--- config.mk ---
export PLATFORM = sky130hd
export DESIGN_NAME = nb_fetch_bundle_top
export DESIGN_NICKNAME = d
export VERILOG_FILES = /design/src/logic/nb_fetch_pkg.sv /design/src/logic/nb_tap_counter.sv /design/src/logic/nb_fetch_sched.sv /design/src/logic/nb_tap_addr_gen.sv /design/src/logic/nb_bundle_assembler.sv /design/src/logic/nb_fetch_bundle_top.sv
export VERILOG_INCLUDE_DIRS = /design/src /design/src/include
export SDC_FILE = /design/constraint.sdc
export NUM_CORES = 1
export LEC_CHECK = 0
export BUFFER_PORTS_ARGS = -buffer_cell sky130_fd_sc_hd__buf_2
export CORE_MARGIN = 2
export CORE_UTILIZATION = 49
export DETAILED_ROUTE_END_ITERATION = 8
export MAX_ROUTING_LAYER = met4
export PLACE_DENSITY = 0.79
export SETUP_SLACK_MARGIN = 0.2
export SYNTH_ARGS = -nofsm -noshare
export SYNTH_HDL_FRONTEND = slang
export SYNTH_SLANG_ARGS = --single-unit
--- constraint.sdc ---
create_clock -name clk -period 21.5 [get_ports clk]
set_input_delay 3.225 -clock clk [delete_from_list [all_inputs] [get_ports clk]]
set_output_delay 3.225 -clock clk [all_outputs]
set_load 0.01 [all_outputs]
--- src/include/nb_fetch_params.svh ---
/*
 * Neighborhood fetch sizes
 * Frame geometry, field widths and the feature table base address
 */
`ifndef NB_FETCH_PARAMS_SVH
`define NB_FETCH_PARAMS_SVH

// Frame size in tiles
`define NB_TILES_X 20
`define NB_TILES_Y 12

// Tile coordinate widths
`define NB_ROW_W 4
`define NB_COL_W 5

// Feature word and tag widths
`define NB_FEAT_W 32
`define NB_TAG_W 8
// Low tag bits hold the tap index
`define NB_IDX_W 4

// Word address of tile (0,0)
`define NB_ADDR_W 16
`define NB_BASE_ADDR 16'h0100

`endif

--- src/logic/nb_fetch_pkg.sv ---
/*
 * Neighborhood fetch types
 * Scheduler states, tap codes and the request, memory and bundle structs
 */
`default_nettype none
`include "nb_fetch_params.svh"

package nb_fetch_pkg;

  // Scheduler states
  typedef enum logic [1:0] {
    idle  = 0,
    issue = 1,
    drain = 2
  } nb_state_e;

  // Taps in row-major order, center is tap_c
  typedef enum logic [`NB_IDX_W-1:0] {
    tap_nw = 0,
    tap_n  = 1,
    tap_ne = 2,
    tap_w  = 3,
    tap_c  = 4,
    tap_e  = 5,
    tap_sw = 6,
    tap_s  = 7,
    tap_se = 8
  } nb_tap_e;

  typedef struct packed {
    logic [`NB_ROW_W-1:0] row;
    logic [`NB_COL_W-1:0] col;
  } tile_coord_t;

  typedef struct packed {
    tile_coord_t          coord;
    logic [`NB_TAG_W-1:0] tag;
  } center_req_t;

  typedef struct packed {
    logic [`NB_ADDR_W-1:0] addr;
    logic [`NB_TAG_W-1:0]  tag;
  } mem_req_t;

  typedef struct packed {
    logic [`NB_FEAT_W-1:0] data;
    logic [`NB_TAG_W-1:0]  tag;
  } mem_rsp_t;

  // kv[k] is tap k, group tag drops the tap index bits
  typedef struct packed {
    logic [8:0][`NB_FEAT_W-1:0]   kv;
    logic [`NB_TAG_W-1:`NB_IDX_W] group_tag;
  } nb_bundle_t;

endpackage

`default_nettype wire

--- src/logic/nb_tap_counter.sv ---
/*
 * Tap counter
 * Tracks issued reads and returned words over the nine taps of a center
 */
`timescale 1ns/1ns
`default_nettype none
`include "nb_fetch_params.svh"

module nb_tap_counter import nb_fetch_pkg::*; (
  input  logic    clk,
  input  logic    rst,
  input  logic    clear,
  input  logic    issue_en,
  input  logic    mem_rvalid,
  output nb_tap_e issue_idx,
  output logic    issue_last,
  output logic    ret_last
);

  // Next tap to issue and count of returns so far
  logic [`NB_IDX_W-1:0] issue_cnt;
  logic [`NB_IDX_W-1:0] ret_cnt;
  // Set once tap_se has been accepted
  logic                 issue_done;

  assign issue_idx  = nb_tap_e'(issue_cnt);
  assign issue_last = (issue_cnt == tap_se);
  // Ninth return of this center
  assign ret_last   = mem_rvalid && (ret_cnt == tap_se);

  // Issue side
  always_ff @(posedge clk) begin
    if (rst || clear) begin
      issue_cnt  <= '0;
      issue_done <= 1'b0;
    end else if (issue_en) begin
      if (issue_last) begin
        issue_done <= 1'b1;
      end else begin
        issue_cnt <= issue_cnt + 1'b1;
      end
    end
  end

  // Return side, wraps after the ninth word
  always_ff @(posedge clk) begin
    if (rst || clear) begin
      ret_cnt <= '0;
    end else if (mem_rvalid) begin
      ret_cnt <= ret_last ? '0 : ret_cnt + 1'b1;
    end
  end

  // Every return needs an outstanding read
  a_ret_le_issue: assert property (@(posedge clk) disable iff (rst)
    mem_rvalid |-> (issue_done || (ret_cnt < issue_cnt)));

endmodule

`default_nettype wire

--- src/logic/nb_fetch_sched.sv ---
/*
 * Fetch scheduler
 * Accepts a center, issues its nine reads and waits for all returns
 */
`timescale 1ns/1ns
`default_nettype none

module nb_fetch_sched import nb_fetch_pkg::*; (
  input  logic        clk,
  input  logic        rst,
  input  logic        center_valid,
  input  center_req_t center_req,
  input  logic        mem_rd_ready,
  input  logic        collect_free,
  input  logic        issue_last,
  input  logic        ret_last,
  output logic        center_ready,
  output center_req_t center_q,
  output logic        mem_rd_valid,
  output logic        issue_en,
  output logic        clear,
  output logic        sched_busy,
  output logic        sched_done_pulse
);

  nb_state_e state;
  nb_state_e nxt_state;
  // Registered copy of state == idle, low during reset
  logic      idle_q;
  logic      center_fire;

  // --------------------
  // Handshakes
  // --------------------

  // Next center only once the collect buffer has drained
  assign center_ready = idle_q && collect_free;
  assign center_fire  = center_valid && center_ready;
  // New center restarts the tap counters
  assign clear        = center_fire;

  // Read valid held through the whole issue phase
  assign mem_rd_valid = (state == issue);
  assign issue_en     = mem_rd_valid && mem_rd_ready;

  // Status
  assign sched_busy       = (state != idle);
  assign sched_done_pulse = (state == drain) && ret_last;

  // --------------------
  // State machine
  // --------------------

  always_comb begin
    nxt_state = state;
    case (state)
      idle: begin
        if (center_fire) begin
          nxt_state = issue;
        end
      end
      issue: begin
        // Last tap accepted
        if (issue_en && issue_last) begin
          nxt_state = drain;
        end
      end
      drain: begin
        if (ret_last) begin
          nxt_state = idle;
        end
      end
      default: nxt_state = idle;
    endcase
  end

  always_ff @(posedge clk) begin
    if (rst) begin
      state  <= idle;
      idle_q <= 1'b0;
    end else begin
      state  <= nxt_state;
      idle_q <= (nxt_state == idle);
    end
  end

  // Center held for the address generator
  always_ff @(posedge clk) begin
    if (center_fire) begin
      center_q <= center_req;
    end
  end

  // Accepted center starts issuing on the next cycle
  a_accept_idle: assert property (@(posedge clk) disable iff (rst)
    center_fire |-> !sched_busy ##1 (sched_busy && mem_rd_valid));

  // Pending read stays in issue with a stable center
  a_rd_hold: assert property (@(posedge clk) disable iff (rst)
    (mem_rd_valid && !mem_rd_ready) |=>
      (state == issue) && mem_rd_valid && $stable(center_q));

endmodule

`default_nettype wire

--- src/logic/nb_tap_addr_gen.sv ---
/*
 * Tap address generator
 * Clamped tile address and tag for the current tap, plus center flags
 */
`timescale 1ns/1ns
`default_nettype none
`include "nb_fetch_params.svh"

module nb_tap_addr_gen import nb_fetch_pkg::*; (
  input  center_req_t center_q,
  input  nb_tap_e     issue_idx,
  output mem_req_t    mem_req,
  output logic [8:0]  nb_is_center
);

  // Clamped tile of every tap
  tile_coord_t taps [9];
  tile_coord_t cur;

  // Apply the tap offset and clamp to the frame
  function automatic tile_coord_t clamp_tap(tile_coord_t c, logic [`NB_IDX_W-1:0] k);
    logic signed [`NB_ROW_W+1:0] r;
    logic signed [`NB_COL_W+1:0] q;
    tile_coord_t                 t;
    r = $signed({2'b00, c.row});
    q = $signed({2'b00, c.col});
    // Row offset from the tap row
    if (k < 3) begin
      r = r - 1;
    end else if (k > 5) begin
      r = r + 1;
    end
    // Column offset from the tap column
    case (k)
      0, 3, 6: q = q - 1;
      2, 5, 8: q = q + 1;
      default: q = q;
    endcase
    // Edge tiles replicate
    if (r < 0) begin
      t.row = '0;
    end else if (r > `NB_TILES_Y - 1) begin
      t.row = `NB_ROW_W'(`NB_TILES_Y - 1);
    end else begin
      t.row = r[`NB_ROW_W-1:0];
    end
    if (q < 0) begin
      t.col = '0;
    end else if (q > `NB_TILES_X - 1) begin
      t.col = `NB_COL_W'(`NB_TILES_X - 1);
    end else begin
      t.col = q[`NB_COL_W-1:0];
    end
    return t;
  endfunction

  always_comb begin
    for (int k = 0; k < 9; k++) begin
      taps[k]         = clamp_tap(center_q.coord, `NB_IDX_W'(k));
      nb_is_center[k] = (taps[k] == center_q.coord);
    end
  end

  assign cur = taps[issue_idx];

  // Row-major word address from the base
  assign mem_req.addr = `NB_ADDR_W'(`NB_BASE_ADDR)
                      + `NB_ADDR_W'(cur.row) * `NB_ADDR_W'(`NB_TILES_X)
                      + `NB_ADDR_W'(cur.col);
  // Group bits of the center tag, tap index below
  assign mem_req.tag  = {center_q.tag[`NB_TAG_W-1:`NB_IDX_W], issue_idx};

endmodule

`default_nettype wire

--- src/logic/nb_bundle_assembler.sv ---
/*
 * Bundle assembler
 * Collects nine returns by tap index and hands the bundle to an output register
 */
`timescale 1ns/1ns
`default_nettype none
`include "nb_fetch_params.svh"

module nb_bundle_assembler import nb_fetch_pkg::*; (
  input  logic                  clk,
  input  logic                  rst,
  input  logic                  mem_rvalid,
  input  mem_rsp_t              mem_rsp,
  input  logic                  out_ready,
  output logic                  collect_free,
  output logic                  out_valid,
  output nb_bundle_t            bundle,
  output logic [`NB_FEAT_W-1:0] q_vec
);

  // Collect buffer
  logic [8:0][`NB_FEAT_W-1:0]   coll_kv;
  logic [8:0][`NB_FEAT_W-1:0]   coll_kv_nxt;
  logic [`NB_TAG_W-1:`NB_IDX_W] coll_grp;
  logic [`NB_TAG_W-1:`NB_IDX_W] coll_grp_nxt;
  // One bit per filled slot
  logic [8:0]                   filled;
  logic [8:0]                   filled_nxt;
  logic [8:0]                   ret_bit;
  logic [`NB_IDX_W-1:0]         ret_idx;
  logic                         coll_full;
  logic                         out_open;
  logic                         move;

  // Tap index from the return tag
  assign ret_idx = mem_rsp.tag[`NB_IDX_W-1:0];

  // --------------------
  // Collect side
  // --------------------

  // Buffer contents with this cycle's return merged in
  always_comb begin
    coll_kv_nxt  = coll_kv;
    coll_grp_nxt = coll_grp;
    ret_bit      = '0;
    if (mem_rvalid) begin
      coll_kv_nxt[ret_idx] = mem_rsp.data;
      coll_grp_nxt         = mem_rsp.tag[`NB_TAG_W-1:`NB_IDX_W];
      ret_bit[ret_idx]     = 1'b1;
    end
  end

  assign filled_nxt = filled | ret_bit;
  assign coll_full  = &filled_nxt;
  // Output register empty or emptied this cycle
  assign out_open   = !out_valid || out_ready;
  // Ninth word bypasses straight to the output when it can
  assign move       = coll_full && out_open;

  assign collect_free = (filled == '0);

  always_ff @(posedge clk) begin
    coll_kv  <= coll_kv_nxt;
    coll_grp <= coll_grp_nxt;
  end

  always_ff @(posedge clk) begin
    if (rst) begin
      filled <= '0;
    end else if (move) begin
      filled <= '0;
    end else begin
      filled <= filled_nxt;
    end
  end

  // --------------------
  // Output register
  // --------------------

  always_ff @(posedge clk) begin
    if (rst) begin
      out_valid <= 1'b0;
    end else if (move) begin
      out_valid <= 1'b1;
    end else if (out_ready) begin
      out_valid <= 1'b0;
    end
  end

  always_ff @(posedge clk) begin
    if (move) begin
      bundle.kv        <= coll_kv_nxt;
      bundle.group_tag <= coll_grp_nxt;
    end
  end

  // Query is the center tap
  assign q_vec = bundle.kv[tap_c];

  // Each slot written once per center
  a_slot_free: assert property (@(posedge clk) disable iff (rst)
    mem_rvalid |-> (ret_idx <= tap_se) && !filled[ret_idx]);

  // Held bundle under back-pressure
  a_out_hold: assert property (@(posedge clk) disable iff (rst)
    (out_valid && !out_ready) |=> out_valid && $stable(bundle));

endmodule

`default_nettype wire

--- src/logic/nb_fetch_bundle_top.sv ---
/*
 * Neighborhood fetch top
 * Joins the scheduler, tap counter and address generator to the bundle assembler
 */
`timescale 1ns/1ns
`default_nettype none
`include "nb_fetch_params.svh"

module nb_fetch_bundle_top import nb_fetch_pkg::*; (
  input  logic                  clk,
  input  logic                  rst,
  // Center request
  input  logic                  center_valid,
  output logic                  center_ready,
  input  center_req_t           center_req,
  // Read command
  output logic                  mem_rd_valid,
  input  logic                  mem_rd_ready,
  output mem_req_t              mem_req,
  // Read return, always accepted
  input  logic                  mem_rvalid,
  input  mem_rsp_t              mem_rsp,
  // Bundle
  output logic                  out_valid,
  input  logic                  out_ready,
  output nb_bundle_t            bundle,
  output logic [`NB_FEAT_W-1:0] q_vec,
  // Status
  output logic                  sched_busy,
  output logic                  sched_done_pulse,
  output logic                  bundle_done_pulse,
  output logic [8:0]            nb_is_center
);

  center_req_t center_q;
  nb_tap_e     issue_idx;
  logic        issue_en;
  logic        issue_last;
  logic        ret_last;
  logic        clear;
  logic        collect_free;

  nb_fetch_sched u_sched (
    .clk              (clk),
    .rst              (rst),
    .center_valid     (center_valid),
    .center_req       (center_req),
    .mem_rd_ready     (mem_rd_ready),
    .collect_free     (collect_free),
    .issue_last       (issue_last),
    .ret_last         (ret_last),
    .center_ready     (center_ready),
    .center_q         (center_q),
    .mem_rd_valid     (mem_rd_valid),
    .issue_en         (issue_en),
    .clear            (clear),
    .sched_busy       (sched_busy),
    .sched_done_pulse (sched_done_pulse)
  );

  nb_tap_counter u_counter (
    .clk        (clk),
    .rst        (rst),
    .clear      (clear),
    .issue_en   (issue_en),
    .mem_rvalid (mem_rvalid),
    .issue_idx  (issue_idx),
    .issue_last (issue_last),
    .ret_last   (ret_last)
  );

  nb_tap_addr_gen u_addr (
    .center_q     (center_q),
    .issue_idx    (issue_idx),
    .mem_req      (mem_req),
    .nb_is_center (nb_is_center)
  );

  nb_bundle_assembler u_bundle (
    .clk          (clk),
    .rst          (rst),
    .mem_rvalid   (mem_rvalid),
    .mem_rsp      (mem_rsp),
    .out_ready    (out_ready),
    .collect_free (collect_free),
    .out_valid    (out_valid),
    .bundle       (bundle),
    .q_vec        (q_vec)
  );

  // Bundle consumed
  assign bundle_done_pulse = out_valid && out_ready;

endmodule

`default_nettype wire

-- Word-level counts from Yosys, hierarchy flattened
Index checks and enable logic that the tools add are counted.
Widths: inputs -> output; s select.
- bits in registers: 622
- word-level logic and storage cells: 117
- add/subtract/negate cells: 8
- multipliers: 1
- order comparisons: 14
- equality and inequality tests: 13
- mux-type cells: 29
- bitwise operators: 3
- reductions and logical operators: 20
- operators with widths (operator ; count):
    $bwmux 288 ; 1
    $mux 288 ; 1
    $demux 32 s4 ; 1
    $eq 9x9->1 ; 9
    $bmux 9 s4 ; 1
    $mux 32 ; 1
    $mux 5 ; 6
    $mux 4 ; 7
    $mux 9 ; 3
    $add 16x5->16 ; 1
    $lt 6x1->1 const B ; 2
    $add 9x9->10 const A ; 1
    $gt 5x5->1 const B ; 2
    $lt 5x1->1 const B ; 2
    $logic_and 1x1->1 ; 9
    $logic_not 9->1 ; 1
    $or 9x9->9 ; 1
    $reduce_and 9->1 ; 1
    $add 4x1->4 const B ; 2
    $eq 4x4->1 const B ; 2
    $gt 7x6->1 const B ; 1
    $lt 7x1->1 const B ; 1
    $mul 4x3->7 const B ; 1
    $add 5x1->6 const B ; 1
    other kinds (23) ; 30

-- Longest topological paths before layout
- depth after elaboration: 10
- mapped depth: 19
- gate-level depth less buffers: 17

-- Modules after synthesis
A second synthesis with hierarchy kept.
- cells, all modules: 1525
- area total of the unflattened synthesis: 21844.7 um^2
- modules (own cells, without submodules) (module ; times used ; cells each ; area each (um^2) ; seq. area each (um^2)):
    nb_bundle_assembler ; 1 ; 1167 ; 18911.9 ; 14814.2
    nb_tap_addr_gen ; 1 ; 275 ; 1838.0 ; 0.0
    nb_fetch_sched ; 1 ; 35 ; 666.9 ; 570.5
    nb_tap_counter ; 1 ; 47 ; 421.7 ; 160.2
    nb_fetch_bundle_top ; 1 ; 1 ; 6.3 ; 0.0

-- Least setup slack after synthesis
No wires, ideal clock.
- path type: in2reg
- start: input mem_rsp[1] (netlist bit)
- end: register u_bundle.filled[8]
- library setup time: 0.128 ns
- arrival time: 20.822 ns
- required time: 21.372 ns
- slack: 0.550 ns
- stages: 7
- path buffers: 1
- cells stage by stage: nor2_1 a21oi_1 or4_1 nor4_2 or2_1 buf_4 a21oi_1
- word-level cells in the longest chain between the ends: 9
- elaborated cells on any way between the ends: 10
- those cells by class: order compare: 2; mux: 3; bitwise: 1; reduce/logical: 4
- ends and longest elaborated chain (element ; line ; text):
    start: declaration ; nb_fetch_bundle_top.sv:22 ; input mem_rsp_t mem_rsp,
    $lt 4x5->1 (implied by the code) or $ge 4x1->1 (tied branches) ; nb_bundle_assembler.sv:50 ; ret_bit[ret_idx] = 1'b1;
    $logic_and 1x1->1 (implied by the code) ; nb_bundle_assembler.sv:50 ;
    $mux 1 (implied by the code) ; nb_bundle_assembler.sv:50 ;
    $demux 1 s4 (*) ; - ;
    $mux 9 (*) ; nb_bundle_assembler.sv:47 ; if (mem_rvalid) begin
    $or 9x9->9 (*) ; nb_bundle_assembler.sv:54 ; assign filled_nxt = filled | ret_bit;
    $reduce_and 9->1 (*) ; nb_bundle_assembler.sv:55 ; assign coll_full = &filled_nxt;
    $logic_and 1x1->1 (*) ; nb_bundle_assembler.sv:59 ; assign move = coll_full && out_open;
    via u_bundle.move ; nb_bundle_assembler.sv:33 ; logic move;
    $reduce_or 2->1 (no line) (*) ; - ;
    end signal: assignment ; nb_bundle_assembler.sv:74 ; filled <= filled_nxt;
    end: declaration ; nb_bundle_assembler.sv:27 ; logic [8:0] filled;
The timed path passes the listed nets; every way through them passes the cells marked *.
A chain may end at the register's enable or synchronous reset.

==> results.md <==
- Top_reg_cell synth: dfxtp_1
- Critical Path Sink Type: output port
- Worst-path clk slew: 0.07 ns
- Clock skew: 0.0225 ns
- Min-Delay Path Class: flop to flop
- Vias in the first global route: 12,811
- Clock Latency Late Sink: 0.61 ns
- Worst reg2reg path depth: 6
- Vias per std cell: 5.20
- Maximum vdd drop: 0.0822 mV
- Final WL: 49.7 mm
- Run status: completed
- Commonest cells post-synth: dfxtp_1 (313), edfxtp_1 (305), mux2_2 (255)
- Final core occ: 60.0%
- Hold Crit Depth: 2
- HPWL reported at the end of detailed placement: 32.5 mm
- TNS Setup: 0 ns
- Max_cap viols: 0
- Unrepaired setup endpoints after global routing: no
- Synth unique cells: 75
- CTS Root Cell: clkbuf_16
- Post-synth EDFFs: 305
- Critical Path AT: 5.01 ns
- Total number of vias: 12,681
- P&R area growth vs syn: 20.9%
- Mapped Cells: 1,410
- Worst setup SP type: flop
- Total CTS buffers: 59
- Synth Cell Area: 0.0214 mm2
- Post-synthesis async set-or-reset flop share: 0%
- # setup viols final: 0
- Tightest Pin Transition: 1.06 ns
- WL/cell: 20.4 um
- Static leakage: 10.4 nW
- Post-CTS setup buffer count: 0
- Drt first-iter violations: 822
- Share of cells above drive strength 1: 42.7%
- Initial antenna violation count: 4
- Yosys top cell area share: 42.8%
- # DRC: 0
- I/O pins: 426
- Top-count cell post-synth: dfxtp_1
- Slew headroom: 29.6%
- Die area: 0.0453 mm2
- Core Area: 0.0431 mm2
- H-tree levels: 2
- First-pass GRT wire length: 72.8 mm
- GPL Wtd Cong: 0.871
- Largest net degree at the start of global routing: 81
- Fin crit period: 8.24 ns
- Tcrit/Tclk final: 38.3%
- Crit path kind: flop to output port
- Synth area leaders: edfxtp_1 (43%), dfxtp_1 (29%), mux2_2 (13%)
- CTS tree: yes
- Placed Instances: 2,326
- TritonCTS Sinks: 618
- Total GRT Usage: 22.0%
- Final std cells w/o fill: 2,441
- Die Y-Extent: 213 um
- Worst EP required: 18.27 ns
- FILL cells: 3,260
- Die width: 213 um
- Antenna Nets Post-Route: 0
- #FFs+latches synth: 618
- Dominant cell type by area after synthesis: edfxtp_1
- FMAX: 0.121 GHz
- Syn_area_per_cell: 15.2 um2
- Final hold slack: 0.445 ns
- Hold-fix buffers, CTS: 0
- Initial core utilization: 49.6%
- Final hold violation count: 0
- Power Density: 105 mW/mm2
- Row cnt: 76
- Post-cts sizing count: 0
- Seq/Total Area, Yosys: 72.2%
- Max clock buf depth: 3
- Final net count: 1,882
- Crit-path max FO: 29
- Drt pass-1 iters: 5
- Final Slew Violations: 0
- Yosys warnings: 0
- Gr ovfl total: 0
- # port buffers: 415
- Pwr Total: 2.72 mW
[final timing paths]
check | to | slack, ns | startpoint
setup / recovery | mem_req[17] | 13.26 | u_counter.issue_idx[2]
hold / removal | u_bundle.coll_kv[256] | 0.45 | u_bundle.coll_kv[256]
setup reg to reg | u_bundle.bundle[164] | 17.29 | u_bundle.filled[6]
hold reg to reg | u_bundle.coll_kv[256] | 0.45 | u_bundle.coll_kv[256]
[per-layer routing]
metal  vias to the layer above  wire [um]  GRT usage [%]
met5                         -          0              -
met4                         0       2380           11.5
li1                       5848          -              -
met2                       479      23900           35.0
met3                       115       3990           6.34
met1                      6239      19400           25.4
[report_power, final]
group / switching, mW / internal [mW] / leakage (nW)
Sequential: 0.0371 / 1.40 / 5.39
Combinational: 0.106 / 0.113 / 3.99
Clock: 0.434 / 0.628 / 0.996
Total: 0.578 / 2.14 / 10.4
[cells by family after synthesis]
group                    Yosys count  synth area share [%]
XOR/XNOR                          13                 0.533
flip-flops                       618                  72.2
AND/OR/NAND/NOR                  267                  5.92
buffers and inverters            120                  2.88
multiplexers                     265                  13.9
adder cells (fa/ha/maj)           17                  1.07
AO/OA/AOI/OAI                    109                  3.50
other                              1                0.0175
[per-stage QoR]
stage	area (um2)	setup slack, ns
2_1_floorplan	21400	0.550
3_3_place_gp	23800	13.06
3_5_place_dp	23800	12.98
4_1_cts	25800	13.36
5_1_grt	25800	13.04
6_report	25800	13.26
[area by class of cell]
| cell class | count | area, um2 | share of cell area (%) |
|---|---|---|---|
| multi-input cells | 677 | 5390 | 20.8 |
| clock buffers | 80 | 1660 | 6.41 |
| flip-flops and latches | 618 | 15400 | 59.7 |
| inverters | 18 | 67.6 | 0.261 |
| diodes | 4 | 10.0 | 0.0387 |
| clock inverters | 31 | 390 | 1.51 |
| well taps | 585 | 732 | 2.83 |
| repair buffers | 428 | 2170 | 8.41 |
[cell usage in the layout, fill, tap and decap left out, types with 7 or more instances in the layout]
cell       instances
o21ai_0           15
a21oi_1           31
buf_4             13
mux2_2           255
xnor2_1            9
clkbuf_16         60
ha_1              15
edfxtp_1         305
inv_1             14
nor3_1            12
buf_2            415
nor2b_1           18
clkinv_2           7
clkbuf_8           8
nand2_1          129
nor2_1            42
clkbuf_1          12
nand3_1            8
dfxtp_1          313
clkinv_1          11
nand2b_1           7
bufinv_16          7
[registers in the layout, indices dropped and copies added (netlist names)]
| name | flops |
|---|---|
| u_bundle.bundle | 260 |
| u_bundle.coll_grp | 4 |
| u_bundle.coll_kv | 288 |
| u_bundle.filled | 9 |
| u_bundle.out_valid | 1 |
| u_bundle.q_vec | 32 |
| u_counter.issue_idx | 4 |
| u_counter.ret_cnt | 4 |
| u_sched.center_q | 13 |
| u_sched.idle_q | 1 |
| u_sched.state | 2 |
[worst max-delay path: stages (launching register included)]
cell	delay, ns
dfxtp_1	0.95
clkinv_1	0.59
a2111oi_0	0.65
a311o_1	0.25
ha_1	0.24
ha_1	0.21
inv_1	0.07
fa_1	0.46
nor3b_1	0.46
a21boi_1	0.15
a31oi_1	0.21
buf_2	0.17
No activity file was read; power rests on OpenSTA's default activity.
